`src/bench/insn_image.hex`:
```
// One 32-bit instruction word per line, word addresses 0 to 31
// Pattern: {address, a5, inverted address, 13}
00A5FF13
01A5FE13
02A5FD13
03A5FC13
04A5FB13
05A5FA13
06A5F913
07A5F813
08A5F713
09A5F613
0AA5F513
0BA5F413
0CA5F313
0DA5F213
0EA5F113
0FA5F013
10A5EF13
11A5EE13
12A5ED13
13A5EC13
14A5EB13
15A5EA13
16A5E913
17A5E813
18A5E713
19A5E613
1AA5E513
1BA5E413
1CA5E313
1DA5E213
1EA5E113
1FA5E013

```
`src/hw/ifetch_pkg.sv`:
```
// Instruction fetch front end: shared constants, vector types, handshake payloads
package ifetch_pkg;

   ////////////////////////////////////////////////////////////////////////////
   // Geometry and reset values
   ////////////////////////////////////////////////////////////////////////////

   // Page offset width, 8 KiB pages
   localparam int PAGE_SHIFT = 13;
   // 64-set direct-mapped TLB
   localparam int TLB_SETS_LOG2 = 6;
   // Instruction image depth in words
   localparam int IMAGE_WORDS_LOG2 = 5;

   // Flag positions within a TLB entry
   localparam int TLBL_V_BIT = 0;
   localparam int TLBH_UX_BIT = 3;
   localparam int TLBH_RX_BIT = 4;

   ////////////////////////////////////////////////////////////////////////////
   // Vector types
   ////////////////////////////////////////////////////////////////////////////

   typedef logic [31:0] vaddr_t;
   typedef logic [31:0] paddr_t;
   typedef logic [31:0] insn_t;
   typedef logic [31:0] tlb_word_t;
   typedef logic [TLB_SETS_LOG2-1:0] tlb_idx_t;
   // Page numbers, address bits 31..13
   typedef logic [31-PAGE_SHIFT:0] vpn_t;
   typedef logic [31-PAGE_SHIFT:0] ppn_t;

   // First fetch address out of reset
   localparam vaddr_t RESET_PC = 32'h0000_0000;

   ////////////////////////////////////////////////////////////////////////////
   // Payloads and control words
   ////////////////////////////////////////////////////////////////////////////

   typedef struct packed {
      logic imme;          // translation on
      logic rm;            // supervisor mode
   } psr_t;

   // Software TLB access, sel_hi picks the high word
   typedef struct packed {
      tlb_idx_t  idx;
      logic      sel_hi;
      logic      we;
      tlb_word_t wdata;
   } tlb_acc_t;

   typedef struct packed {
      vaddr_t vaddr;
   } fetch_cmd_t;

   // vaddr and flags ride along as sideband
   typedef struct packed {
      paddr_t paddr;
      vaddr_t vaddr;
      logic   tlb_miss;
      logic   page_fault;
   } mem_cmd_t;

   typedef struct packed {
      insn_t  insn;
      vaddr_t vaddr;
      logic   tlb_miss;
      logic   page_fault;
   } fetch_rsp_t;

   // Fetch address generator FSM
   typedef enum logic [1:0] {
      FAG_IDLE,
      FAG_RUN,
      FAG_REDIRECT
   } fag_state_t;

endpackage

```
`src/hw/insn_mem.sv`:
```
// Instruction memory: image ROM with a one-cycle registered response
`timescale 1ns/10ps

module insn_mem (
   input  logic                   clk,
   input  logic                   rst_n,
   input  logic                   cmd_valid,
   output logic                   cmd_ready,
   input  ifetch_pkg::mem_cmd_t   cmd,
   output logic                   rsp_valid,
   input  logic                   rsp_ready,
   output ifetch_pkg::fetch_rsp_t rsp
);

   localparam int NWORDS = 2 ** ifetch_pkg::IMAGE_WORDS_LOG2;

   ifetch_pkg::insn_t rom [NWORDS];
   logic              cmd_hds;

   initial begin
      $readmemh("/design/src/bench/insn_image.hex", rom);
   end

   // Accept when the response register is empty or draining
   assign cmd_ready = ~rsp_valid | rsp_ready;
   assign cmd_hds = cmd_valid & cmd_ready;

   always_ff @(posedge clk or negedge rst_n) begin
      if (!rst_n)
         rsp_valid <= 1'b0;
      else if (cmd_hds)
         rsp_valid <= 1'b1;
      else if (rsp_ready)
         rsp_valid <= 1'b0;
   end

   // Word select from paddr, flags and vaddr passed through
   always_ff @(posedge clk) begin
      if (cmd_hds) begin
         rsp.insn       <= rom[cmd.paddr[ifetch_pkg::IMAGE_WORDS_LOG2+1:2]];
         rsp.vaddr      <= cmd.vaddr;
         rsp.tlb_miss   <= cmd.tlb_miss;
         rsp.page_fault <= cmd.page_fault;
      end
   end

endmodule

```
`config.mk`:
```
export PLATFORM = sky130hd
export DESIGN_NAME = insn_mem
export DESIGN_NICKNAME = d
export VERILOG_FILES = /design/src/hw/ifetch_pkg.sv /design/src/hw/insn_mem.sv
export SDC_FILE = /design/constraint.sdc
export NUM_CORES = 1
export LEC_CHECK = 0
export BUFFER_PORTS_ARGS = -buffer_cell sky130_fd_sc_hd__buf_2
export CORE_MARGIN = 1.5
export CORE_UTILIZATION = 34
export CTS_CLUSTER_SIZE = 25
export DETAILED_ROUTE_END_ITERATION = 7
export PLACE_DENSITY_LB_ADDON = 0.3
export SYNTH_ARGS = -nofsm -noshare
export SYNTH_HDL_FRONTEND = slang
export SYNTH_SLANG_ARGS = --single-unit
```
`constraint.sdc`:
```
create_clock -name clk -period 1.6 [get_ports clk]
set_input_delay 0.24 -clock clk [delete_from_list [all_inputs] [get_ports clk]]
set_output_delay 0.24 -clock clk [all_outputs]
set_load 0.01 [all_outputs]
```
==> results.toml, run 1 <==
[run_status]
outcome = "complete, no violations"

[pwr]
ir_drop_mv = 0.514
sequentialPowerShare_pct = 49.7
internal_power_mw = 1.76
powerDensity_nw_per_um2 = 1230
clkPwrFrac_pct = 41.9
swShare_pct = 19.0
design_power_total_mw = 2.17
total_leakage_power_nw = 0.810
pwr-share-comb_pct = 8.4
p_switching_mw = 0.413

[floorplanning]
fp.dieW_um = 65.3
fp.dieArea_um2 = 4260
top_level_ports = 138
chipHeight_um = 65.3
core_um2 = 3690
rows = 22
initial_core_util_pct = 35.8

[logic_synthesis]
synth_cells = 71
synthFlopType = "edfxtp_1"
synth_top_cell_by_area = "edfxtp_1"
syn_avg_cell_area_um2 = 18.6
synth_area_leaders = "edfxtp_1 (77%), buf_4 (18%), dfrtp_1 (1.9%)"
synthArstFlopShare_pct = 2.86
synth_top_area_share_pct = 77.4
synth_seq_cells = 35
synth_edf_count = 34
synth_area_um2 = 1320
ys_warn_count = 0
post-synth-top-count-cell = "edfxtp_1"
synth.distinct_cells = 7
ys_seq_area_share_pct = 79.3
yosys-top-cells-count = "edfxtp_1 (34), buf_4 (32)"

[worst_setup_path]
cp_max_fo = 34
endpoint_kind = "flip-flop"
rr_startpoint = "rsp_valid"
crit_type = "reg2reg"
crit_required_ns = 1.52
critical_path.startpoint = "rsp_valid"
startpoint_type = "flip-flop"
cp_data_arrival_time_ns = 1.21

[clock_network]
clkTransAtPathRegs_ns = 0.07
insertion_delay_ns = 0.28
cts_setup_buffers = 0
cts_tree = "yes"
cts_max_level = 2
cts_hold_buf = 1
post_cts_resized = 0
clk_root_buffer_cell = "clkbuf_8"
cts.sinks = 35
cts_buffer_depth = 2
numCtsBuffers = 5

[placement]
hpwl_um = 1810
dpl_cell_area_um2 = 1620
numPortBuffers = 73
gp_congestion = 0.629
dpl.cell_count = 191
post-place-ws_ns = 0.319

[route]
routedWlPerCell_um = 11.6
drcViolationCount = 0
drt-met1-wl_um = 723
first_pass_iters = 4
top_layer_used = "met4"
drtIter0Drc = 34
met2_wirelength_um = 1300
ant_nets = 0
routed_wl_um = 2330
route.met3.wl_um = 242
viasPerCell = 3.70
vias = 740

[global_routing]
overflow = 0
grt_pass1_vias = 677
grt_usage_pct = 10.9
grt_pass1_wl_um = 3180
grt_start_max_net_pins = 35
antenna_found_initial = 0

[cells_and_area]
final_area_um2 = 1760
drive_above_1_share_pct = 53.9
utilization_pct = 47.8
finalNonFillerCells = 200
syn2layout_area_growth_pct = 33.7
fin_nets = 221
antenna_cells = 0

[sta]
fin_skew_ns = 0.00900
finalSetupViolCount = 0
min_period_ns = 1.29
rsz0062_at_grt = "false"
worst_slack_ns = 0.311
fin_tns_setup_ns = 0
fmax_mhz = 776
timing.hold.ws_ns = 0.132
fin_crit_sh_pct = 80.6
hold_violations = 0
maxSlewViolCount = 0

[worst_hold_path]
worst_hold_startpoint = "cmd[6]"
hold_class = "in2reg"

[flow_run]
cap_violations = 0
[cell usage in the layout (no fill, tap or decap)]
cell / instances
edfxtp_1: 34
clkbuf_8: 5
dfrtp_1: 1
clkbuf_1: 1
conb_1: 32
and2_4: 1
nand2b_4: 1
bufinv_16: 2
nand2b_1: 1
buf_2: 73
dlygate4sd3_1: 1
[power by group through the flow]
stage	registers, mW	logic, mW	clock network (mW)
after floorplan	1.13	0.114	0
after global placement	1.10	0.176	0
after detailed placement	1.10	0.181	0
after CTS	1.08	0.183	0.941
after global routing	1.08	0.200	0.981
final	1.08	0.182	0.911
[layer usage]
layer,GRT usage [%],vias to the layer above
met2,19.1,45
met4,7.03,0
met3,5.65,6
li1,-,342
met1,9.71,347
met5,0,-
[logic make-up after synthesis]
group	after synthesis	share of synthesized area [%]
other	1	0.284
and+or+nand+nor	3	2.18
buffers and inverters	32	18.2
DFF	35	79.3
[registers in the layout, summed over array words and instances (netlist names)]
| name | count |
|---|---|
| rsp | 34 |
| rsp_valid | 1 |
[critical path, stage by stage (launching register included)]
cell and delay, ns:
dfrtp_1 0.41, nand2b_4 0.09, and2_4 0.42
[final timing paths]
path                              to  slack, ns  cells past startpoint
max                          rsp[22]       0.31                      2
max in group asynchronous  rsp_valid       1.24                      2
min reg2reg                rsp_valid       0.56                      2
max reg2reg                  rsp[22]       0.31                      2
min                           rsp[6]       0.13                      1
min in group asynchronous  rsp_valid       0.27                      2
[layout make-up]
| type | instances | area (um2) |
|---|---|---|
| clock buffer | 6 | 72.6 |
| timing repair buffer | 74 | 375 |
| clock inverter | 2 | 60.1 |
| fill | 355 | 1930 |
| tap | 48 | 60.1 |
| sequential | 35 | 1050 |
| multi-input combinational | 35 | 149 |
Power figures use the tool's default switching activity.
==> inputs of run 2 (changes only) <==
clock period = 1.3 ns   (was 1.6 ns; I/O delays follow)
==> results.toml, run 2 (synthesis results as in run 1) <==
[run_status]
outcome = "complete, no violations"

[pwr]
ir_drop_mv = 0.790
total_leakage_power_nw = 0.815
powerDensity_nw_per_um2 = 1400
design_power_total_mw = 2.49

[placement]
hpwl_um = 1820
numPortBuffers = 73
gp_congestion = 0.633
post-place-ws_ns = 0.183

[floorplanning]
chipHeight_um = 65.3
core_um2 = 3690
fp.dieW_um = 65.3
fp.dieArea_um2 = 4260
top_level_ports = 138
rows = 22
initial_core_util_pct = 35.8

[clock_network]
cts_hold_buf = 1
cts_setup_buffers = 0
clk_root_buffer_cell = "clkbuf_8"
cts_max_level = 2
insertion_delay_ns = 0.27
numCtsBuffers = 5
cts_tree = "yes"
clkTransAtPathRegs_ns = 0.07
cts_buffer_depth = 2
cts.sinks = 35
post_cts_resized = 0

[cells_and_area]
syn2layout_area_growth_pct = 34.7
final_cell_mix = "buf_2 (73), edfxtp_1 (34), conb_1 (32), clkbuf_8 (5)"
largest_register_ff_count = 34
reg_top3 = "rsp (34), rsp_valid (1)"
fin_nets = 223
max_flop_register = "rsp"
antenna_cells = 0
drive_above_1_share_pct = 53.9
final_common_cell = "buf_2"

[flow_run]
cap_violations = 0

[route]
ant_nets = 0
routedWlPerCell_um = 11.2
routed_wl_um = 2260
first_pass_iters = 3
drtIter0Drc = 58
drcViolationCount = 0
viasPerCell = 3.70
vias = 748

[sta]
fin_skew_ns = 0.00434
fin_crit_sh_pct = 86.2
fmax_mhz = 893
finalSetupViolCount = 0
worst_slack_ns = 0.180
hold_violations = 0
min_period_ns = 1.12
rsz0062_at_grt = "false"
fin_tns_setup_ns = 0
maxSlewViolCount = 0

[global_routing]
grt_pass1_vias = 672
grt_usage_pct = 10.9
antenna_found_initial = 0
grt_pass1_wl_um = 3160
grt_start_max_net_pins = 21
overflow = 0

[worst_setup_path]
crit_type = "reg2reg"
rrSetupSlack_ns = 0.18
crit_required_ns = 1.28
cp_max_fo = 20
startpoint_type = "flip-flop"
cp_data_arrival_time_ns = 1.10
endpoint_kind = "flip-flop"

[worst_hold_path]
hold_class = "in2reg"
-- run 2: worst paths after layout --
check | startpoint | to | cells past startpoint
max | rsp_valid | rsp[29] | 3
min | cmd[21] | rsp[21] | 1
max reg2reg | rsp_valid | rsp[29] | 3
min reg2reg | rsp_valid | rsp_valid | 2
max in group asynchronous | rst_n | rsp_valid | 2
min in group asynchronous | rst_n | rsp_valid | 2
-- run 2: final cells by class --
type,count,area [um2]
clock buffer,7,76.3
clock inverter,1,30.0
fill,355,1910
multi-input combinational,35,149
sequential,35,1050
tap,48,60.1
timing repair buffer,76,415
-- run 2: worst max-delay path, stage by stage, from the launching register on --
cell and delay (ns):
dfrtp_1 0.41, nand2b_4 0.08, and2_4 0.17, buf_12 0.16
-- run 2: metal layers --
layer	wire, um	up-vias	track usage, %
met5	0	-	0
met4	41	0	6.25
met3	210	4	5.82
met2	1270	46	18.2
met1	739	352	10.6
li1	-	346	-
-- run 2: power by group --
| group | internal (mW) | switching (mW) |
|---|---|---|
| logic | 0.102 | 0.141 |
| registers | 1.31 | 0.0152 |
| clock network | 0.573 | 0.343 |
-- run 2: through the flow --
step	area, um2	cells	utilization [%]	hold WS [ns]
final	1780	202	48.2	0.0879
after detailed placement	1660	193	45.0	-0.0233
after CTS	1780	202	48.2	0.0744
after floorplan	1440	102	-	-0.101
after global routing	1780	202	48.2	0.0661
after global placement	1660	193	45.0	-0.0296
