### config.mk
export PLATFORM = sky130hd
export DESIGN_NAME = fetch_addr_gen
export DESIGN_NICKNAME = d
export VERILOG_FILES = /design/src/hw/ifetch_pkg.sv /design/src/hw/fetch_addr_gen.sv
export SDC_FILE = /design/constraint.sdc
export NUM_CORES = 1
export LEC_CHECK = 0
export BUFFER_PORTS_ARGS = -buffer_cell sky130_fd_sc_hd__buf_2
export CAP_MARGIN = 0
export CORE_AREA = 2 2 83 85
export CTS_CLUSTER_DIAMETER = 30
export DETAILED_ROUTE_END_ITERATION = 8
export DIE_AREA = 0 0 85 87
export GPL_TIMING_DRIVEN = 0
export PLACE_DENSITY = 0.62
export SETUP_SLACK_MARGIN = 0.02
export SLEW_MARGIN = 20
export SYNTH_ARGS = -nofsm -noshare
export SYNTH_HDL_FRONTEND = slang
export SYNTH_SLANG_ARGS = --single-unit
### constraint.sdc
create_clock -name clk -period 3.9 [get_ports clk]
set_input_delay 0 -clock clk [delete_from_list [all_inputs] [get_ports clk]]
set_output_delay 0 -clock clk [all_outputs]
set_load 0.005 [all_outputs]
### src/hw/ifetch_pkg.sv
// Instruction fetch front end: shared constants, vector types, handshake payloads
package ifetch_pkg;

   ////////////////////////////////////////////////////////////////////////////
   // Geometry and reset values
   ////////////////////////////////////////////////////////////////////////////

   // Page offset width, 8 KiB pages
   localparam int PAGE_SHIFT = 13;
   // 64-set direct-mapped TLB
   localparam int TLB_SETS_LOG2 = 6;
   // Instruction image depth in words
   localparam int IMAGE_WORDS_LOG2 = 5;

   // Flag positions within a TLB entry
   localparam int TLBL_V_BIT = 0;
   localparam int TLBH_UX_BIT = 3;
   localparam int TLBH_RX_BIT = 4;

   ////////////////////////////////////////////////////////////////////////////
   // Vector types
   ////////////////////////////////////////////////////////////////////////////

   typedef logic [31:0] vaddr_t;
   typedef logic [31:0] paddr_t;
   typedef logic [31:0] insn_t;
   typedef logic [31:0] tlb_word_t;
   typedef logic [TLB_SETS_LOG2-1:0] tlb_idx_t;
   // Page numbers, address bits 31..13
   typedef logic [31-PAGE_SHIFT:0] vpn_t;
   typedef logic [31-PAGE_SHIFT:0] ppn_t;

   // First fetch address out of reset
   localparam vaddr_t RESET_PC = 32'h0000_0000;

   ////////////////////////////////////////////////////////////////////////////
   // Payloads and control words
   ////////////////////////////////////////////////////////////////////////////

   typedef struct packed {
      logic imme;          // translation on
      logic rm;            // supervisor mode
   } psr_t;

   // Software TLB access, sel_hi picks the high word
   typedef struct packed {
      tlb_idx_t  idx;
      logic      sel_hi;
      logic      we;
      tlb_word_t wdata;
   } tlb_acc_t;

   typedef struct packed {
      vaddr_t vaddr;
   } fetch_cmd_t;

   // vaddr and flags ride along as sideband
   typedef struct packed {
      paddr_t paddr;
      vaddr_t vaddr;
      logic   tlb_miss;
      logic   page_fault;
   } mem_cmd_t;

   typedef struct packed {
      insn_t  insn;
      vaddr_t vaddr;
      logic   tlb_miss;
      logic   page_fault;
   } fetch_rsp_t;

   // Fetch address generator FSM
   typedef enum logic [1:0] {
      FAG_IDLE,
      FAG_RUN,
      FAG_REDIRECT
   } fag_state_t;

endpackage

### src/hw/fetch_addr_gen.sv
// Fetch address generator: sequential PC stream, redirected by flush
`timescale 1ns/10ps

module fetch_addr_gen (
   input  logic                   clk,
   input  logic                   rst_n,
   input  logic                   fetch_en,
   input  logic                   flush_req,
   input  ifetch_pkg::vaddr_t     flush_addr,
   output logic                   cmd_valid,
   input  logic                   cmd_ready,
   output ifetch_pkg::fetch_cmd_t cmd
);

   ifetch_pkg::fag_state_t state;
   ifetch_pkg::fag_state_t state_nxt;
   ifetch_pkg::vaddr_t     pc;
   logic                   cmd_hds;

   // Valid in any state but idle
   assign cmd_valid = (state != ifetch_pkg::FAG_IDLE);
   assign cmd_hds = cmd_valid & cmd_ready;
   // Flush target overrides the sequential PC
   assign cmd.vaddr = flush_req ? flush_addr : pc;

   always_comb begin
      state_nxt = state;
      unique case (state)
         ifetch_pkg::FAG_IDLE: begin
            // Flush must issue even when fetching is off
            if (flush_req)
               state_nxt = ifetch_pkg::FAG_REDIRECT;
            else if (fetch_en)
               state_nxt = ifetch_pkg::FAG_RUN;
         end
         ifetch_pkg::FAG_RUN: begin
            if (cmd_hds)
               state_nxt = fetch_en ? ifetch_pkg::FAG_RUN : ifetch_pkg::FAG_IDLE;
            else if (flush_req)
               state_nxt = ifetch_pkg::FAG_REDIRECT;
         end
         ifetch_pkg::FAG_REDIRECT: begin
            // Hold until the flush command is taken
            if (cmd_hds)
               state_nxt = fetch_en ? ifetch_pkg::FAG_RUN : ifetch_pkg::FAG_IDLE;
         end
         default: state_nxt = ifetch_pkg::FAG_IDLE;
      endcase
   end

   always_ff @(posedge clk or negedge rst_n) begin
      if (!rst_n) begin
         state <= ifetch_pkg::FAG_IDLE;
         pc    <= ifetch_pkg::RESET_PC;
      end else begin
         state <= state_nxt;
         // Next sequential word after whatever was issued
         if (cmd_hds)
            pc <= cmd.vaddr + 32'd4;
      end
   end

endmodule

==> results.txt, run 1 <==
Routed wire length: 7580 um
Wire length on met1: 3570 um
Core Region: 6570 um2
Die W: 85 um
Top sig layer: met4
Row cnt: 30
Max FO, Critical Path: 10
Overflow after GRT: 0
Status: complete, no violations
Crit start category: primary input
Routed WL per cell: 16.7 um
Worst-Skew Late Latency: 0.30 ns
VDD IR max: 0.209 mV
# DRC: 0
Clock skew: 0.00730 ns
Top_reg_cell synth: dfrtp_1
Fin crit period: 2.98 ns
FF+latch count, synth: 34
Worst setup EP type: flop
Final count of pins violating max slew: 0
Tcrit/Tclk final: 76.5%
# IOs: 70
Post_cts resized: 0
FF-to-FF setup slack: 1.43 ns
Longest Clk Path Bufs: 2
R2R Path End: pc[28]
FF-to-FF Start: pc[3]
Final GP Congestion: 0.890
First-pass GRT wire length: 12200 um
GRT Total Usage: 21.1%
Fin Setup TNS: 0 ns
Hold Path Class: in -> reg
Fraction of layout cells with a size suffix above 1: 31.8%
Placed insts: 443
Initial core utilization: 39.0%
Power Dens Cells: 525 nW/um2
Fillers: 673
Worst Max-Slew Pin Slew: 0.826 ns
DRT antenna net count: 0
RSZ-0062 raised after global routing: no
Worst EP arrival: 3.21 ns
Pre-CTS WS: 0.636 ns
CP required: 4.13 ns
Final hold violations: 0
Synthesized cell area: 2560 um2
Num CTS Buffers: 5
Leak: 1.40 nW
Clk slew on worst S/H paths: 0.08 ns
Final #Nets: 411
Post-Syn Area per Cell: 8.67 um2
H-tree depth: 2
Die area: 7400 um2
Hold EP: pc[0]
Unique masters post-synth: 42
Gate Count Post-Synth: 295
Vias in the first global route: 2404
Antenna violations before repair: 0
CTS tree: done
Worst Reg-to-Reg Cells: 8
DP HPWL: 5560 um
Initial DRC count: 141
Synth warn: 0
DR vias/cell: 5.70
Hold path start: flush_addr[0]
Hold slack: 0.0333 ns
Setup CP Type: in -> reg
# setup viols final: 0
Max Cap Viol: 0
Post-synth EDFFs: 0
Non-filler instance count after layout: 454
Via count: 2588
Sink Count: 34
Syn-to-layout area delta: 22.0%
Syn_nets: 333
Largest net degree at the start of global routing: 35
IO Port Bufs: 68
Root Driver: clkbuf_8
Setup WS post-layout: 0.916 ns
Antenna diodes: 0
Async SR Flop Fraction: 100%
Die H: 87 um
Cells on Worst Hold Path: 4
Met3 WL post-DR: 395 um
Max_slew headroom: 44.9%
Met2 wire len: 3450 um
# Post-CTS Setup Buffers: 0
Pre-antenna DRT Iters: 4
Sequential element share of the synthesized area: 33.3%
Max frequency: 335 MHz
==> per-layer routing <==
| metal | vias to the layer above | track usage [%] |
|---|---|---|
| met5 | - | 0 |
| met4 | 0 | 6.78 |
| met3 | 17 | 3.13 |
| met2 | 90 | 34.3 |
| met1 | 1235 | 29.0 |
| li1 | 1246 | - |
==> cell usage after synthesis (2+ instances only) <==
library cell,number,area share (%)
and3_1,2,0.49
a222oi_1,2,0.78
nand4_1,17,4.2
o22ai_1,2,0.49
nand3_1,24,4.7
nand4b_1,5,1.7
buf_2,5,0.98
mux2i_1,6,2.3
nand3b_1,8,2.3
nor2_1,5,0.73
clkbuf_1,7,1.0
xnor2_1,6,2.1
nand2_1,53,7.8
a21oi_1,8,1.6
or4_1,6,1.8
buf_4,2,0.59
o211ai_1,7,2.1
xor2_1,10,3.4
a21oi_2,2,0.68
mux2_2,28,12
a21boi_0,2,0.59
inv_1,7,1.0
dfrtp_1,34,33
o21ai_0,23,4.5
a22oi_1,5,1.5
buf_6,3,1.3
==> what timing repair did <==
item	CTS	global route
hold endpoints to repair	36	0
hold buffers	3	0
setup endpoints to repair	0	0
==> cell type report <==
type                            instances  area, um2  share of cell area [%]
Buffer                                 17        100                    3.21
Clock buffer                            7       86.3                    2.77
Clock inverter                          1       5.00                   0.160
Inverter                                7       26.3                   0.842
Multi-Input combinational cell        237       1580                    50.7
Sequential cell                        34        851                    27.3
Tap cell                               80        100                    3.21
Timing Repair Buffer                   71        370                    11.9
==> worst max path at each step <==
stage               from      to  slack, ns  depth (start not counted)
2_1_floorplan  flush_req  pc[26]       1.35                         13
3_3_place_gp   flush_req  pc[30]       0.63                         13
3_5_place_dp   flush_req  pc[30]       0.64                         13
4_1_cts        flush_req  pc[30]       0.93                         13
5_1_grt        flush_req  pc[30]       0.75                         13
6_report       flush_req  pc[28]       0.92                         13
==> critical path, cell delays in order <==
cell	delay [ns]
buf_6	0.12
buf_6	0.15
buf_4	0.19
buf_2	0.30
buf_2	0.36
mux2_2	0.24
ha_1	0.21
nand4b_1	0.16
a21oi_2	0.41
nand4_2	0.23
buf_2	0.26
or4_1	0.49
nand3_1	0.10
==> through the flow <==
step           area [um2]  util [%]  total power, mW
2_1_floorplan        2560         -             1.09
3_3_place_gp         3000      45.7             1.34
3_5_place_dp         3000      45.7             1.36
4_1_cts              3120      47.5             1.65
5_1_grt              3120      47.5             1.77
6_report             3120      47.5             1.64
==> cell families after synthesis <==
group | share of synthesized area (%)
multiplexers | 14.7
buffers and inverters | 4.94
AO/OA/AOI/OAI | 14.9
adder cells (fa/ha/maj) | 0.489
AND/OR/NAND/NOR | 26.3
flip-flops | 33.3
XOR/XNOR | 5.48
==> layout by cell type, fill, tap and decap left out, types with 2 or more instances in the layout <==
cell type      instances
inv_1                  7
clkbuf_1               8
a21boi_0               2
and3_1                 2
o211ai_1               7
xnor2_1                6
nand2_1               53
mux2i_1                6
buf_2                 73
nand3b_1               8
a21oi_2                2
or4_1                  6
clkbuf_8               6
nand4b_1               5
o21ai_0               23
nand3_1               24
mux2_2                28
o22ai_1                2
xor2_1                10
buf_6                  3
dlygate4sd3_1          3
dfrtp_1               34
a222oi_1               2
buf_4                  2
a22oi_1                5
nor2_1                 5
a21oi_1                8
nand4_1               17
==> state kept, by name, summed over array words and instances, names as in the netlist <==
name / cells
state: 2
pc: 32
==> report_power, final <==
part	switching, mW	internal [mW]
Clock	0.142	0.143
Combinational	0.364	0.316
Sequential	0.153	0.521
Power figures use the tool's default switching activity.
==> run 2: changes to the inputs <==
clock period = 2.8 ns   (was 3.9 ns; I/O delays follow)
==> results.txt, run 2 (synthesis gave the netlist of run 1 again) <==
Antenna diodes: 0
RSZ-0062 raised after global routing: no
Critical path cell sequence: buf_6, buf_6, buf_4, buf_4, mux2_2, ha_1, nand4b_1, a21oi_4, nand4_2, buf_2, or4_1, nand3_1
CP required: 3.03 ns
Num CTS Buffers: 5
Final #Nets: 410
Overflow after GRT: 0
Initial core utilization: 39.0%
Largest register FFs: 32
H-tree depth: 2
Die H: 87 um
Worst-Skew Late Latency: 0.30 ns
Pre-antenna DRT Iters: 5
Vias in the first global route: 2396
DRT antenna net count: 0
Multi-input gate area: 1590 um2
Routed WL per cell: 16.8 um
Net Sw Frac: 40.3%
Core Region: 6570 um2
First-pass GRT wire length: 12200 um
Critical-path top delay cell: or4_1
Max_slew headroom: 44.7%
Initial DRC count: 110
Max FO, Critical Path: 19
Final GP Congestion: 0.890
Die W: 85 um
Hold Path Class: in -> reg
Final count of pins violating max slew: 0
Row cnt: 30
Sequential share of power: 41.1%
Combinational power share: 41.6%
Longest Clk Path Bufs: 2
Power Dens Cells: 732 nW/um2
Total power: 2.29 mW
Via count: 2538
DP HPWL: 5560 um
Non-filler instance count after layout: 453
Sw power: 0.921 mW
Max frequency: 385 MHz
Commonest non-fill, non-tap cell in the layout: buf_2
Root Driver: clkbuf_8
VDD IR max: 0.290 mV
Placed Area: 3000 um2
Fin area: 3130 um2
FF+latch area: 851 um2
# setup viols final: 0
Internal: 1.37 mW
Largest Register: pc
Biggest regs: pc: 32 flops, state: 2 flops
GRT Total Usage: 21.1%
Most frequent cells in the layout: buf_2 (71), nand2_1 (53), dfrtp_1 (34), mux2_2 (28), nand3_1 (24)
Util after Layout: 47.6%
Die area: 7400 um2
Clk slew on worst S/H paths: 0.08 ns
Worst EP arrival: 2.83 ns
Clock power frac: 17.3%
DR vias/cell: 5.60
Leak: 1.40 nW
Tcrit/Tclk final: 92.6%
Critical path's largest stage delay: 0.48 ns
Fraction of layout cells with a size suffix above 1: 31.6%
Fillers: 670
IO Port Bufs: 68
# Post-CTS Setup Buffers: 0
Syn-to-layout area delta: 22.2%
# DRC: 0
Crit start category: primary input
Placed insts: 443
# IOs: 70
Final hold violations: 0
Antenna violations before repair: 0
Largest net degree at the start of global routing: 35
Max Cap Viol: 0
CTS tree: done
Routed wire length: 7600 um
Worst Max-Slew Pin Slew: 0.829 ns
Status: complete, no violations
Clock skew: 0.00758 ns
Sink Count: 34
Worst setup EP type: flop
Setup CP Type: in -> reg
Fin crit period: 2.59 ns
[run 2: cell types whose count changed in the layout (fill, tap and decap cells not counted), sizes merged]
cell / previous run / this run
buf: 78 / 77
[run 2: repair_timing]
action,in CTS,in global routing
endpoints found under the hold margin,36,0
resized for setup,2,0
hold buffers,3,0
setup endpoints to repair,3,0
[run 2: power by group through the flow]
stage	Combinational, mW	Sequential (mW)	Clock [mW]
6_report	0.951	0.940	0.396
5_1_grt	1.07	0.974	0.426
4_1_cts	0.959	0.938	0.406
3_5_place_dp	0.953	0.945	0
3_3_place_gp	0.932	0.937	0
2_1_floorplan	0.641	0.884	0
[run 2: worst max-delay path, delay by kind of cell]
kind	cells	cell delay, ns
AOI/OAI and AO/OA	1	0.34
adders and majority gates	1	0.21
buffers and inverters	5	1.07
muxes	1	0.20
and+or+nand+nor	4	1.00
[run 2: layout make-up]
cell class,count,share of cell area (%)
clock buffers,7,2.76
multi-input cells,237,50.8
plain buffers,16,3.12
inverters,7,0.841
repair buffers,71,11.8
flip-flops and latches,34,27.2
well taps,80,3.20
clock inverters,1,0.160
[run 2: worst paths after layout]
path / cells past startpoint / startpoint / slack (ns) / end
setup reg to reg: 8 / pc[3] / 0.38 / pc[30]
setup / recovery: 12 / flush_req / 0.21 / pc[30]
max in group asynchronous: 2 / rst_n / 1.92 / pc[11]
min in group asynchronous: 2 / rst_n / 0.34 / pc[5]
hold / removal: 4 / flush_addr[0] / 0.03 / pc[0]
hold reg to reg: 2 / pc[0] / 0.48 / pc[0]
[run 2: metal layers]
layer	part of all wire, %	up-vias	wire [um]	GRT usage (%)
li1	-	1244	-	-
met1	47	1214	3600	29.1
met2	47	72	3550	34.1
met3	4.8	8	362	3.13
met4	1.1	0	86	6.64
met5	0	-	0	0
[run 2: through the flow]
| step | setup slack, ns | hold WS [ns] | TNS, ns |
|---|---|---|---|
| 2_1_floorplan | 0.251 | -0.296 | 0 |
| 5_1_grt | 0.0699 | 0.0529 | 0 |
| 4_1_cts | 0.241 | 0.0350 | 0 |
| 3_5_place_dp | -0.464 | 0.150 | -2.28 |
| 6_report | 0.206 | 0.0329 | 0 |
| 3_3_place_gp | -0.472 | 0.144 | -2.31 |
