--- src/hw/ifetch_pkg.sv ---
// Instruction fetch front end: shared constants, vector types, handshake payloads
package ifetch_pkg;

   ////////////////////////////////////////////////////////////////////////////
   // Geometry and reset values
   ////////////////////////////////////////////////////////////////////////////

   // Page offset width, 8 KiB pages
   localparam int PAGE_SHIFT = 13;
   // 64-set direct-mapped TLB
   localparam int TLB_SETS_LOG2 = 6;
   // Instruction image depth in words
   localparam int IMAGE_WORDS_LOG2 = 5;

   // Flag positions within a TLB entry
   localparam int TLBL_V_BIT = 0;
   localparam int TLBH_UX_BIT = 3;
   localparam int TLBH_RX_BIT = 4;

   ////////////////////////////////////////////////////////////////////////////
   // Vector types
   ////////////////////////////////////////////////////////////////////////////

   typedef logic [31:0] vaddr_t;
   typedef logic [31:0] paddr_t;
   typedef logic [31:0] insn_t;
   typedef logic [31:0] tlb_word_t;
   typedef logic [TLB_SETS_LOG2-1:0] tlb_idx_t;
   // Page numbers, address bits 31..13
   typedef logic [31-PAGE_SHIFT:0] vpn_t;
   typedef logic [31-PAGE_SHIFT:0] ppn_t;

   // First fetch address out of reset
   localparam vaddr_t RESET_PC = 32'h0000_0000;

   ////////////////////////////////////////////////////////////////////////////
   // Payloads and control words
   ////////////////////////////////////////////////////////////////////////////

   typedef struct packed {
      logic imme;          // translation on
      logic rm;            // supervisor mode
   } psr_t;

   // Software TLB access, sel_hi picks the high word
   typedef struct packed {
      tlb_idx_t  idx;
      logic      sel_hi;
      logic      we;
      tlb_word_t wdata;
   } tlb_acc_t;

   typedef struct packed {
      vaddr_t vaddr;
   } fetch_cmd_t;

   // vaddr and flags ride along as sideband
   typedef struct packed {
      paddr_t paddr;
      vaddr_t vaddr;
      logic   tlb_miss;
      logic   page_fault;
   } mem_cmd_t;

   typedef struct packed {
      insn_t  insn;
      vaddr_t vaddr;
      logic   tlb_miss;
      logic   page_fault;
   } fetch_rsp_t;

   // Fetch address generator FSM
   typedef enum logic [1:0] {
      FAG_IDLE,
      FAG_RUN,
      FAG_REDIRECT
   } fag_state_t;

endpackage

--- src/hw/immu.sv ---
// Instruction MMU stage: TLB translation, execute check, flush cancel, output slot
`timescale 1ns/10ps

module immu (
   input  logic                  clk,
   input  logic                  rst_n,
   input  ifetch_pkg::psr_t      psr,
   input  logic                  flush_req,
   output logic                  flush_ack,
   input  logic                  cmd_valid,
   output logic                  cmd_ready,
   input  ifetch_pkg::fetch_cmd_t cmd,
   output logic                  lookup_en,
   output ifetch_pkg::tlb_idx_t  lookup_idx,
   input  ifetch_pkg::tlb_word_t lookup_lo,
   input  ifetch_pkg::tlb_word_t lookup_hi,
   output logic                  mem_cmd_valid,
   input  logic                  mem_cmd_ready,
   output ifetch_pkg::mem_cmd_t  mem_cmd
);

   logic               slot_valid;
   logic               cmd_hds;
   logic               mem_hds;
   ifetch_pkg::vaddr_t vaddr_q;
   ifetch_pkg::psr_t   psr_q;

   // Fields of the held address
   ifetch_pkg::vpn_t                  tgt_vpn;
   logic [ifetch_pkg::PAGE_SHIFT-1:0] tgt_offset;

   // Fields of the looked-up entry
   logic             tlb_v;
   logic             tlb_ux;
   logic             tlb_rx;
   ifetch_pkg::vpn_t tlb_vpn;
   ifetch_pkg::ppn_t tlb_ppn;
   logic             perm_denied;
   logic             tlb_hit;

   ////////////////////////////////////////////////////////////////////////////
   // Handshakes and flush
   ////////////////////////////////////////////////////////////////////////////

   // Slot frees on hand-off, or is discarded by a flush
   assign cmd_ready = ~slot_valid | mem_cmd_ready | flush_req;
   assign cmd_hds = cmd_valid & cmd_ready;
   // Nothing leaves toward memory while a flush is pending
   assign mem_cmd_valid = slot_valid & ~flush_req;
   assign mem_hds = mem_cmd_valid & mem_cmd_ready;
   // Flush completes when its target enters the slot
   assign flush_ack = flush_req & cmd_hds;

   // TLB read started on acceptance, index from low VPN bits
   assign lookup_en = cmd_hds;
   assign lookup_idx = cmd.vaddr[ifetch_pkg::PAGE_SHIFT +: ifetch_pkg::TLB_SETS_LOG2];

   always_ff @(posedge clk or negedge rst_n) begin
      if (!rst_n)
         slot_valid <= 1'b0;
      else if (cmd_hds)
         slot_valid <= 1'b1;
      else if (mem_hds || flush_req)
         slot_valid <= 1'b0;
   end

   // Address and mode sampled with the command
   always_ff @(posedge clk) begin
      if (cmd_hds) begin
         vaddr_q <= cmd.vaddr;
         psr_q   <= psr;
      end
   end

   ////////////////////////////////////////////////////////////////////////////
   // Translation
   ////////////////////////////////////////////////////////////////////////////

   assign tgt_vpn    = vaddr_q[31:ifetch_pkg::PAGE_SHIFT];
   assign tgt_offset = vaddr_q[ifetch_pkg::PAGE_SHIFT-1:0];

   assign tlb_v   = lookup_lo[ifetch_pkg::TLBL_V_BIT];
   assign tlb_vpn = lookup_lo[31:ifetch_pkg::PAGE_SHIFT];
   assign tlb_ux  = lookup_hi[ifetch_pkg::TLBH_UX_BIT];
   assign tlb_rx  = lookup_hi[ifetch_pkg::TLBH_RX_BIT];
   assign tlb_ppn = lookup_hi[31:ifetch_pkg::PAGE_SHIFT];

   // rx in supervisor mode, ux in user mode
   assign perm_denied = psr_q.rm ? ~tlb_rx : ~tlb_ux;
   assign tlb_hit = tlb_v & (tlb_vpn == tgt_vpn);

   always_comb begin
      mem_cmd.vaddr = vaddr_q;
      if (psr_q.imme) begin
         mem_cmd.paddr = {tlb_ppn, tgt_offset};
         // Fault takes priority, so the flags never overlap
         mem_cmd.page_fault = perm_denied;
         mem_cmd.tlb_miss   = ~perm_denied & ~tlb_hit;
      end else begin
         // Identity map when off
         mem_cmd.paddr      = vaddr_q;
         mem_cmd.page_fault = 1'b0;
         mem_cmd.tlb_miss   = 1'b0;
      end
   end

endmodule

--- config.mk ---
export PLATFORM = sky130hd
export DESIGN_NAME = immu
export DESIGN_NICKNAME = d
export VERILOG_FILES = /design/src/hw/ifetch_pkg.sv /design/src/hw/immu.sv
export SDC_FILE = /design/constraint.sdc
export NUM_CORES = 1
export LEC_CHECK = 0
export BUFFER_PORTS_ARGS = -buffer_cell sky130_fd_sc_hd__clkbuf_2
export CAP_MARGIN = 20
export CORE_MARGIN = 4
export CORE_UTILIZATION = 35
export DETAILED_ROUTE_END_ITERATION = 10
export MAX_ROUTING_LAYER = met4
export PLACE_DENSITY = 0.8
export SLEW_MARGIN = 20
export SYNTH_ARGS = -nofsm -noshare
export SYNTH_HDL_FRONTEND = slang
export SYNTH_SLANG_ARGS = --single-unit
--- constraint.sdc ---
create_clock -name clk -period 3.17 [get_ports clk]
set_clock_uncertainty 0.1 [all_clocks]
set_input_delay 0.1585 -clock clk [delete_from_list [all_inputs] [get_ports clk]]
set_output_delay 0.1585 -clock clk [all_outputs]
set_load 0.02 [all_outputs]
==> impl_table.tex, run 1 <==
\begin{tabular}{lr}
\hline
Metric & Value \\
\hline
\multicolumn{2}{l}{\textbf{Status}} \\
Status & finished clean \\
\multicolumn{2}{l}{\textbf{Clock tree}} \\
Post-CTS Repair Setup Buffers & 0 \\
Total number of clock tree sinks & 35 \\
Post-cts sizing count & 0 \\
Clock edge transition at the registers on the reported setup and hold paths & $\sim$0.070 ns \\
Latest clock arrival within the worst-skew pair & between 0.2 and 0.3 ns \\
Buffer type at the clock tree root & clkbuf\_8 \\
Depth of the CTS H-tree & 2 \\
TritonCTS Buffers & 5 \\
Clock Path Buffers & 2 \\
CTS tree & done \\
Number of buffers added to fix hold violations after cts & 36 \\
\multicolumn{2}{l}{\textbf{Synth}} \\
Share of the synthesized netlist area taken by xor and xnor gates & 9.680\% \\
Compound-cell area share of the yosys netlist & 0.2911\% \\
Area share of the largest cell type after synthesis & around three fifths \\
Register area share after synthesis & approximately 61\% \\
Post-synthesis simple-gate area fraction & under 10\% \\
Yosys reg bits & 35 \\
Post-Syn Nets & 215 \\
Cell count after synthesis & 112 \\
Post-Synth Adder-Cell Area & 0\% \\
Count of different cell masters after synthesis & 17 \\
Cell type with the largest total area after synthesis & edfxtp\_1 \\
Main combinational cell family by area after synthesis & multiplexers \\
Average size of a mapped cell & 15.35 µm² \\
Synth top area cells & edfxtp\_1 (59\%), mux2\_2 (9.8\%), xnor2\_1 (9.7\%) \\
Number of warning messages in the yosys log & 0 \\
Synth Cell Area & 0.001719 mm² \\
Mux cell area share after synthesis & 14.19\% \\
\multicolumn{2}{l}{\textbf{Layout}} \\
Fill cell instance count of the final layout & 388 \\
Area of the multi-input gates & 508.0 µm² \\
Fraction of final layout cells with drive strength greater than 1 & 63.57\% \\
Count of placed standard cells in the final layout, fillers left out & between 300 and 400 \\
Most frequent cells in the layout & clkbuf\_2 (155), dlygate4sd3\_1 (36), edfxtp\_1 (34) \\
Utilization after layout & 60.45\% \\
Antenna diode count & 0 \\
Register cell area after layout & around 0.0010 mm² \\
Area Overhead vs Synth & 67.18\% \\
Number of nets at the end of the flow & 393 \\
Commonest non-fill, non-tap cell in the layout & clkbuf\_2 \\
\multicolumn{2}{l}{\textbf{Drt}} \\
First-pass iteration count of the detailed router & 4 \\
Total length of routed wires & 5441 µm \\
Initial DRC count & 44 \\
Drt wl/cell & 15.20 µm \\
Number of nets still failing antenna checks after routing & 0 \\
DRC & 0 \\
Total number of vias & 1,568 \\
Via count normalized by instance count & 4.380 \\
\multicolumn{2}{l}{\textbf{Power}} \\
Worst IR Drop VDD & 281.9 µV \\
Switching power total & 341.3 µW \\
Pwr dens & $\sim$400 mW/mm² \\
Fraction of power spent switching nets & 28.89\% \\
Leakage power of the design & roughly 0.0014 µW \\
Share of total power in the clock network & 26.5\% \\
Flop pwr share & 48.0\% \\
Internal power contribution & between 800 and 900 µW \\
Combinational share of power & between 20\% and 30\% \\
\multicolumn{2}{l}{\textbf{Worst setup path}} \\
Endpoint arrival time on the critical path & 1.86 ns \\
Element type at the critical path start & flip-flop \\
Critical-path maximum fanout & 21 \\
Endpoint type of the worst setup path & output port \\
Crit Path Category & flip-flop to output port \\
Critical Path RT & 2.91 ns \\
\multicolumn{2}{l}{\textbf{Placement}} \\
Placed wire-length estimate & 3930 µm \\
Number of buffers inserted by port buffering & 155 \\
Weighted congestion at the end of routability-driven global placement & 0.7610 \\
Number of placed instances with taps included & 314 \\
\multicolumn{2}{l}{\textbf{Floorplanning}} \\
Starting Density & 36.16\% \\
Chip width & 78.09 µm \\
Placeable core region & 0.004755 mm² \\
Number of placement rows & 25 \\
DIE AREA & roughly 0.006 mm² \\
Die height & approximately 80 µm \\
Number of ports placed on the die boundary & 179 \\
\multicolumn{2}{l}{\textbf{STA}} \\
Clock period minus worst slack & 2.121 ns \\
Worst-margin pin slew & 0.9735 ns \\
Worst slew margin relative to its limit & 35.10\% \\
Number of hold violations in the final report & 0 \\
Final period util & between 60\% and 70\% \\
Count of final setup violators & 0 \\
RSZ-0062 raised after global routing & false \\
Worst hold slack & 0.09952 ns \\
Setup TNS Final & 0 ns \\
Number of slew-limit violations in the final report & 0 \\
Achievable clock frequency & 471.5 MHz \\
\multicolumn{2}{l}{\textbf{GRT}} \\
Global-route total usage across every layer & between 10\% and 20\% \\
Global-route wire length before repair & 8335 µm \\
Number of global-route vias before repair & 1,730 \\
Initial antenna violation count & 0 \\
Congestion Overflow GR & 0 \\
Maximum number of pins on one net before global-route repair & 22 \\
\multicolumn{2}{l}{\textbf{Min path}} \\
Path class of the lowest-slack min-delay path & input port to async pin \\
\multicolumn{2}{l}{\textbf{Run}} \\
Maxcap violations & 0 \\
\hline
\end{tabular}
[per-layer routing]
layer	wire, µm	up-vias	global-route usage, %
met5	0	-	-
li1	-	736	-
met1	1889	730	18.21
met3	531	4	6.537
met2	2949	98	34.42
met4	70	0	5.769
[worst max-delay path: stages (launching register included)]
cell	delay (ns)
edfxtp_1	1.00
mux2_2	0.42
clkbuf_2	0.16
[state kept, by name (all words and copies together) (netlist names)]
name        flops
slot_valid      1
vaddr_q        32
psr_q           2
[cells in the mapped netlist]
cell and count:
nand4_1 5, nor2b_1 2, dfrtp_1 1, or2_1 1
mux2_2 15, buf_4 19, mux2_4 5, nor3_2 1
xnor2_1 19, nor2_1 2, inv_1 2, edfxtp_1 34
buf_6 2, a21oi_1 1, nand2_1 1, and2b_1 1
and2_1 1
[stage by stage]
| step | setup WS, ns | cell area [µm²] | power (µW) |
|---|---|---|---|
| floorplan | 0.1005 | 1719 | 738.8 |
| global placement | 1.244 | 2429 | 837.0 |
| detailed placement | 1.199 | 2429 | 843.4 |
| CTS | 1.004 | 2874 | 1191 |
| global route | 0.9222 | 2874 | 1244 |
| finish | 1.049 | 2874 | 1181 |
[power groups by stage]
stage	registers (µW)	clock network [µW]	logic, µW
finish	568	313	301
global route	571	351	322
floorplan	599	0	140
detailed placement	578	0	266
CTS	568	322	301
global placement	577	0	260
[final cells by class]
cell class / instances / area share, %
repair buffers: 192 / 39.79
flip-flops and latches: 35 / 36.40
multi-input cells: 54 / 17.68
well taps: 67 / 2.917
clock buffers: 6 / 2.525
clock inverters: 2 / 0.4353
inverters: 2 / 0.2612
[path summary, 6_finish.rpt]
kind	startpoint	end	slack, ns	cells after the start
min in group clk	mem_cmd_ready	slot_valid$_DFFE_PN0P_	0.29	3
max	psr_q[1]$_DFFE_PP_	mem_cmd[64]	1.05	2
min reg2reg	slot_valid$_DFFE_PN0P_	slot_valid$_DFFE_PN0P_	0.80	3
max reg2reg	slot_valid$_DFFE_PN0P_	vaddr_q[15]$_DFFE_PP_	1.18	4
min	rst_n	slot_valid$_DFFE_PN0P_	0.1	2
max in group asynchronous	rst_n	slot_valid$_DFFE_PN0P_	2.78	2
[kinds of logic (layout without fill, tap and decap cells)]
group	after synthesis	after routing
muxes	20	20
xor gates and xnor gates	19	19
DFF	35	35
buffers and inverters	23	202
and+or+nand+nor	14	14
AOI/OAI and AO/OA	1	1
No activity file was read; power rests on OpenSTA's default activity.
==> inputs of run 2 (changes only) <==
==> constraint.sdc (replaced) <==
create_clock -name clk -period 2 [get_ports clk]
set_clock_uncertainty 0.1 [all_clocks]
set_input_delay 0.1 -clock clk [delete_from_list [all_inputs] [get_ports clk]]
set_output_delay 0.1 -clock clk [all_outputs]
set_load 0.02 [all_outputs]
==> impl_table.tex, run 2 (synthesis gave the netlist of run 1 again) <==
\begin{tabular}{lr}
\hline
Metric & Value \\
\hline
\multicolumn{2}{l}{\textbf{Layout}} \\
Area of all placed cells without fillers & 0.002897 mm² \\
Regs by FF count & vaddr\_q: 32 flops, psr\_q: 2 flops, slot\_valid: 1 flops \\
Max FFs per register & 32 \\
Register with the most flip-flops & vaddr\_q \\
Area Overhead vs Synth & 68.49\% \\
Most frequent cells in the layout & clkbuf\_2 (155), dlygate4sd3\_1 (36), edfxtp\_1 (34) \\
Antenna diode count & 0 \\
Commonest non-fill, non-tap cell in the layout & clkbuf\_2 \\
Fraction of final layout cells with drive strength greater than 1 & 63.95\% \\
Number of nets at the end of the flow & 396 \\
\multicolumn{2}{l}{\textbf{Power}} \\
Pwr dens & 649.2 mW/mm² \\
Worst IR Drop VDD & 476.4 µV \\
Leakage power of the design & $\sim$0.0014 µW \\
\multicolumn{2}{l}{\textbf{STA}} \\
Count of final setup violators & 0 \\
Number of slew-limit violations in the final report & 0 \\
Achievable clock frequency & approximately 540 MHz \\
Worst-margin pin slew & 0.2937 ns \\
Number of hold violations in the final report & 0 \\
Final period util & 92.57\% \\
Setup TNS Final & 0 ns \\
Worst slew margin relative to its limit & 80.42\% \\
Clock period minus worst slack & 1.851 ns \\
RSZ-0062 raised after global routing & false \\
\multicolumn{2}{l}{\textbf{Clock tree}} \\
Post-cts sizing count & 0 \\
Latest clock arrival within the worst-skew pair & 0.28 ns \\
CTS tree & done \\
Clock Path Buffers & 2 \\
Buffer type at the clock tree root & clkbuf\_8 \\
Total number of clock tree sinks & 35 \\
Post-CTS Repair Setup Buffers & 0 \\
Clock edge transition at the registers on the reported setup and hold paths & about 0.07 ns \\
Depth of the CTS H-tree & 2 \\
TritonCTS Buffers & 5 \\
\multicolumn{2}{l}{\textbf{Drt}} \\
Drt wl/cell & 15.87 µm \\
Total length of routed wires & 5730 µm \\
Number of nets still failing antenna checks after routing & 0 \\
Via count normalized by instance count & 4.399 \\
DRC & 0 \\
First-pass iteration count of the detailed router & 4 \\
Total number of vias & $\sim$1.6k \\
Initial DRC count & 52 \\
\multicolumn{2}{l}{\textbf{Worst setup path}} \\
Element type at the critical path start & flip-flop \\
Launch point of the worst path & slot\_valid\$\_DFFE\_PN0P\_ \\
Critical Path Max Stage Delay & 0.38 ns \\
Worst reg-to-reg path cell count & 4 \\
Critical Path RT & 1.80 ns \\
CP Depth & 5 \\
Endpoint arrival time on the critical path & 1.65 ns \\
Capture instance of the worst register-to-register path & vaddr\_q[19]\$\_DFFE\_PP\_ \\
Crit Path Category & flip-flop to output port \\
Worst path top cell family by delay & buffers and inverters \\
Crit path buffers/inverters & 2 \\
Worst reg2reg path startpoint & slot\_valid\$\_DFFE\_PN0P\_ \\
Register-to-register setup slack & about 0.44 ns \\
Endpoint type of the worst setup path & output port \\
Worst-path cell with the longest stage delay & dfrtp\_1 \\
Critical path, cell by cell & nor2b\_1 > and2b\_1 > nor2b\_4 > buf\_4 > clkbuf\_2 \\
Destination of the critical timing path & lookup\_en \\
Critical-path maximum fanout & 23 \\
\multicolumn{2}{l}{\textbf{Floorplanning}} \\
Chip width & a little under 80 µm \\
Number of placement rows & 25 \\
Number of ports placed on the die boundary & 179 \\
DIE AREA & 0.006097 mm² \\
Starting Density & roughly 36\% \\
Die height & 78.09 µm \\
Placeable core region & between 0.004 and 0.005 mm² \\
\multicolumn{2}{l}{\textbf{GRT}} \\
Global-route total usage across every layer & 19.51\% \\
Global-route wire length before repair & 8776 µm \\
Initial antenna violation count & 0 \\
Congestion Overflow GR & 0 \\
Maximum number of pins on one net before global-route repair & 24 \\
Number of global-route vias before repair & 1,757 \\
\multicolumn{2}{l}{\textbf{Placement}} \\
Number of buffers inserted by port buffering & $\sim$160 \\
Placed wire-length estimate & 4154 µm \\
Weighted congestion at the end of routability-driven global placement & between 0.7 and 0.8 \\
DP Area & 0.002451 mm² \\
\multicolumn{2}{l}{\textbf{Min path}} \\
Path class of the lowest-slack min-delay path & input port to async pin \\
\multicolumn{2}{l}{\textbf{Status}} \\
Status & finished clean \\
\multicolumn{2}{l}{\textbf{Run}} \\
Maxcap violations & 0 \\
\hline
\end{tabular}
[run 2: changes by cell type in the layout (fill, tap and decap cells not counted)]
cell	delta
buf_4	+3
[run 2: power breakdown]
part / internal (µW) / switching, µW
clock network: 243 / 253
logic: 234 / 259
registers: 858 / 33.0
total: 1340 / 545
[run 2: what timing repair did]
action / 4_1_cts / 5_1_grt
endpoints found under the hold margin: 36 / 0
setup endpoints to repair: 0 / 0
hold buffers: 36 / 0
[run 2: metal layers]
metal  vias to the layer above  GRT usage, %  wire length, µm
met3                         2         4.931              528
met2                       105         35.87             3128
li1                        743             -                -
met4                         0         5.245               32
met5                         -             -                0
met1                       738         20.81             2039
[run 2: area by class of cell]
class | count | area (µm²)
inverters | 2 | 7.507
fillers | 406 | 1858
flip-flops and latches | 35 | 1046
multi-input cells | 54 | 508.0
clock buffers | 6 | 72.57
well taps | 67 | 83.83
repair buffers | 195 | 1166
clock inverters | 2 | 12.51
[run 2: worst min path at each step]
stage | start | end | slack (ns) | depth (start not counted)
4_1_cts | rst_n | slot_valid$_DFFE_PN0P_ | 0.005 | 2
6_report | rst_n | slot_valid$_DFFE_PN0P_ | 0.08 | 2
5_1_grt | rst_n | slot_valid$_DFFE_PN0P_ | 0.07 | 2
3_5_place_dp | rst_n | slot_valid$_DFFE_PN0P_ | -0.22 | 1
3_3_place_gp | rst_n | slot_valid$_DFFE_PN0P_ | -0.22 | 1
2_1_floorplan | rst_n | slot_valid$_DFFE_PN0P_ | -0.30 | 0
[run 2: per-stage QoR]
step | hold WS (ns) | power (µW) | utilization, % | setup WS, ns | instances
2_1_floorplan | -0.2956 | 1171 | - | 0.1215 | 112
3_3_place_gp | -0.2212 | 1331 | 51.55 | 0.4895 | 317
3_5_place_dp | -0.2205 | 1341 | 51.55 | 0.4740 | 317
4_1_cts | 0.005303 | 1893 | 60.92 | 0.1525 | 361
5_1_grt | 0.07243 | 1979 | 60.92 | 0.07273 | 361
6_report | 0.07568 | 1880 | 60.92 | 0.1486 | 361
==> inputs of run 3 (changes only) <==
--- a/config.mk
+++ b/config.mk
@@ -5,13 +5,14 @@
 export SDC_FILE = /design/constraint.sdc
 export NUM_CORES = 1
 export LEC_CHECK = 0
+export ABC_AREA = 1
 export BUFFER_PORTS_ARGS = -buffer_cell sky130_fd_sc_hd__clkbuf_2
-export CAP_MARGIN = 20
+export CAP_MARGIN = 25
 export CORE_MARGIN = 4
-export CORE_UTILIZATION = 35
+export CORE_UTILIZATION = 36
 export DETAILED_ROUTE_END_ITERATION = 10
 export MAX_ROUTING_LAYER = met4
-export PLACE_DENSITY = 0.8
+export PLACE_DENSITY = 0.81
 export SLEW_MARGIN = 20
 export SYNTH_ARGS = -nofsm -noshare
 export SYNTH_HDL_FRONTEND = slang
==> impl_table.tex, run 3 <==
\begin{tabular}{lr}
\hline
Metric & Value \\
\hline
\multicolumn{2}{l}{\textbf{Status}} \\
Status & finished clean \\
\multicolumn{2}{l}{\textbf{Layout}} \\
Area of the multi-input gates & 488.0 µm² \\
Max FFs per register & 32 \\
Area Overhead vs Synth & 67.66\% \\
Regs by FF count & vaddr\_q: 32 flops, psr\_q: 2 flops, slot\_valid: 1 flops \\
Register cell area after layout & roughly 0.0010 mm² \\
Commonest non-fill, non-tap cell in the layout & clkbuf\_2 \\
Antenna diode count & 0 \\
Fraction of final layout cells with drive strength greater than 1 & around 44\% \\
Fill cell instance count of the final layout & 381 \\
Number of nets at the end of the flow & 482 \\
Utilization after layout & 63.16\% \\
Register with the most flip-flops & vaddr\_q \\
Most frequent cells in the layout & clkbuf\_2 (155), nand2\_1 (75), dlygate4sd3\_1 (37) \\
\multicolumn{2}{l}{\textbf{Worst setup path}} \\
Critical path, cell by cell & buf\_4 > nand2\_1 > o21ai\_0 > clkbuf\_2 \\
Crit path buffers/inverters & 2 \\
Critical Path Max Stage Delay & 0.58 ns \\
Critical-path maximum fanout & 23 \\
Worst-path cell with the longest stage delay & edfxtp\_1 \\
Critical Path RT & 1.80 ns \\
Endpoint arrival time on the critical path & 1.52 ns \\
Worst path top cell family by delay & flip-flops \\
Endpoint type of the worst setup path & output port \\
Element type at the critical path start & flip-flop \\
Crit Path Category & flip-flop to output port \\
\multicolumn{2}{l}{\textbf{Power}} \\
Flop pwr share & between 40\% and 50\% \\
Final Total Pwr & approximately 2000 µW \\
Switching power total & 573.1 µW \\
Internal power contribution & 1442 µW \\
Fraction of power spent switching nets & 28.44\% \\
Worst IR Drop VDD & roughly 490 µV \\
Leakage power of the design & 0.001629 µW \\
Pwr dens & 666.7 mW/mm² \\
Combinational share of power & between 20\% and 30\% \\
Share of total power in the clock network & 31.3\% \\
\multicolumn{2}{l}{\textbf{STA}} \\
Clock period minus worst slack & 1.722 ns \\
Final period util & around 86\% \\
Worst slew margin relative to its limit & 74.30\% \\
Number of hold violations in the final report & 0 \\
Count of final setup violators & 0 \\
Number of slew-limit violations in the final report & 0 \\
RSZ-0062 raised after global routing & false \\
Achievable clock frequency & 580.8 MHz \\
Setup TNS Final & 0 ns \\
Worst-margin pin slew & 0.3855 ns \\
\multicolumn{2}{l}{\textbf{Run}} \\
Maxcap violations & 0 \\
\multicolumn{2}{l}{\textbf{Placement}} \\
Number of buffers inserted by port buffering & 155 \\
Placed wire-length estimate & 4129 µm \\
Weighted congestion at the end of routability-driven global placement & between 0.7 and 0.8 \\
\multicolumn{2}{l}{\textbf{Synth}} \\
Most frequently used cell type in the post-synthesis netlist & nand2\_1 \\
Number of warning messages in the yosys log & 0 \\
Count of different cell masters after synthesis & 13 \\
Area share of the largest cell type after synthesis & 56.63\% \\
Number of synthesized flops with an enable pin & 34 \\
Yosys reg bits & 35 \\
Synth Cell Area & between 0.0015 and 0.002 mm² \\
Register area share after synthesis & between 50\% and 60\% \\
Top flip-flop cell by instance count after synthesis & edfxtp\_1 \\
Post-Syn Nets & 303 \\
Cell count after synthesis & 200 \\
Synth top area cells & edfxtp\_1 (57\%), nand2\_1 (16\%), buf\_4 (7.9\%) \\
Average size of a mapped cell & about 9.0 µm² \\
Leading cell types by count after synthesis & nand2\_1 (76), edfxtp\_1 (34), inv\_1 (31) \\
Proportion of synthesized flip-flops having asynchronous set or reset & 2.857\% \\
Cell type with the largest total area after synthesis & edfxtp\_1 \\
\multicolumn{2}{l}{\textbf{Clock tree}} \\
Post-CTS Repair Setup Buffers & 0 \\
Clock Path Buffers & 2 \\
Clock edge transition at the registers on the reported setup and hold paths & about 0.08 ns \\
Buffer type at the clock tree root & clkbuf\_8 \\
Total number of clock tree sinks & 35 \\
CTS tree & done \\
Latest clock arrival within the worst-skew pair & roughly 0.28 ns \\
TritonCTS Buffers & 5 \\
Depth of the CTS H-tree & 2 \\
\multicolumn{2}{l}{\textbf{GRT}} \\
Maximum number of pins on one net before global-route repair & 36 \\
Global-route wire length before repair & between 8000 and 9000 µm \\
Global-route total usage across every layer & between 10\% and 20\% \\
Number of global-route vias before repair & 2,023 \\
Congestion Overflow GR & 0 \\
Initial antenna violation count & 0 \\
\multicolumn{2}{l}{\textbf{Drt}} \\
Total length of routed wires & 5643 µm \\
Drt wl/cell & 12.62 µm \\
Initial DRC count & 80 \\
Total number of vias & 1,883 \\
Via count normalized by instance count & roughly 4.2 \\
DRC & 0 \\
Number of nets still failing antenna checks after routing & 0 \\
First-pass iteration count of the detailed router & 4 \\
\multicolumn{2}{l}{\textbf{Floorplanning}} \\
Number of ports placed on the die boundary & roughly 180 \\
Placeable core region & 0.004786 mm² \\
Die height & 78.77 µm \\
DIE AREA & 0.006205 mm² \\
Chip width & just under 80 µm \\
Number of placement rows & 25 \\
Starting Density & 37.67\% \\
\multicolumn{2}{l}{\textbf{Min path}} \\
Path class of the lowest-slack min-delay path & input port to async pin \\
\hline
\end{tabular}
-- run 3: per-stage QoR --
stage	hold slack (ns)	setup slack (ns)	cells	area [µm²]
3_5_place_dp	-0.2198	0.5616	402	2541
2_1_floorplan	-0.2956	0.05214	200	1812
5_1_grt	0.02074	0.1246	447	3023
4_1_cts	0.001635	0.2522	446	3013
3_3_place_gp	-0.2248	0.6169	402	2541
6_report	0.01704	0.2781	447	3023
-- run 3: layout make-up --
| type | instances | share of cell area [%] |
|---|---|---|
| clock inverters | 3 | 1.407 |
| flip-flops and latches | 35 | 34.60 |
| well taps | 67 | 2.773 |
| multi-input cells | 112 | 16.14 |
| inverters | 31 | 3.974 |
| clock buffers | 5 | 2.276 |
| repair buffers | 194 | 38.82 |
-- run 3: power groups by stage --
stage | Combinational [µW] | Sequential (µW) | Clock [µW]
after floorplan | 217 | 949 | 0
after global placement | 430 | 903 | 0
after detailed placement | 439 | 905 | 0
after CTS | 495 | 890 | 646
after global routing | 539 | 897 | 687
final | 495 | 890 | 630
-- run 3: what timing repair did --
item | 4_1_cts | 5_1_grt
setup endpoints to repair | 0 | 0
resized for setup | 0 | 0
hold buffers | 36 | 1
hold endpoints to repair | 36 | 1
-- run 3: cells by family after synthesis --
kind of cell,share of synthesized area (%)
flops,58.02
xor+xnor,2.915
buf+inv,15.20
compound gates,3.608
simple gates,19.64
mux,0.6245
-- run 3: worst paths after layout --
check	from	end	slack [ns]	depth (start not counted)
max	psr_q[1]$_DFFE_PP_	mem_cmd[51]	0.28	4
min	rst_n	slot_valid$_DFFE_PN0P_	0.02	2
max reg2reg	slot_valid$_DFFE_PN0P_	vaddr_q[29]$_DFFE_PP_	0.64	6
min reg2reg	slot_valid$_DFFE_PN0P_	slot_valid$_DFFE_PN0P_	0.55	4
max in group asynchronous	rst_n	slot_valid$_DFFE_PN0P_	1.70	2
min in group clk	flush_req	slot_valid$_DFFE_PN0P_	0.02	4
-- run 3: per-layer routing --
metal	track usage, %	vias to the layer above	part of all wire (%)
li1	-	964	-
met1	20.77	817	37
met2	33.62	92	53
met3	4.535	10	7.2
met4	6.993	0	2.1
met5	-	-	0
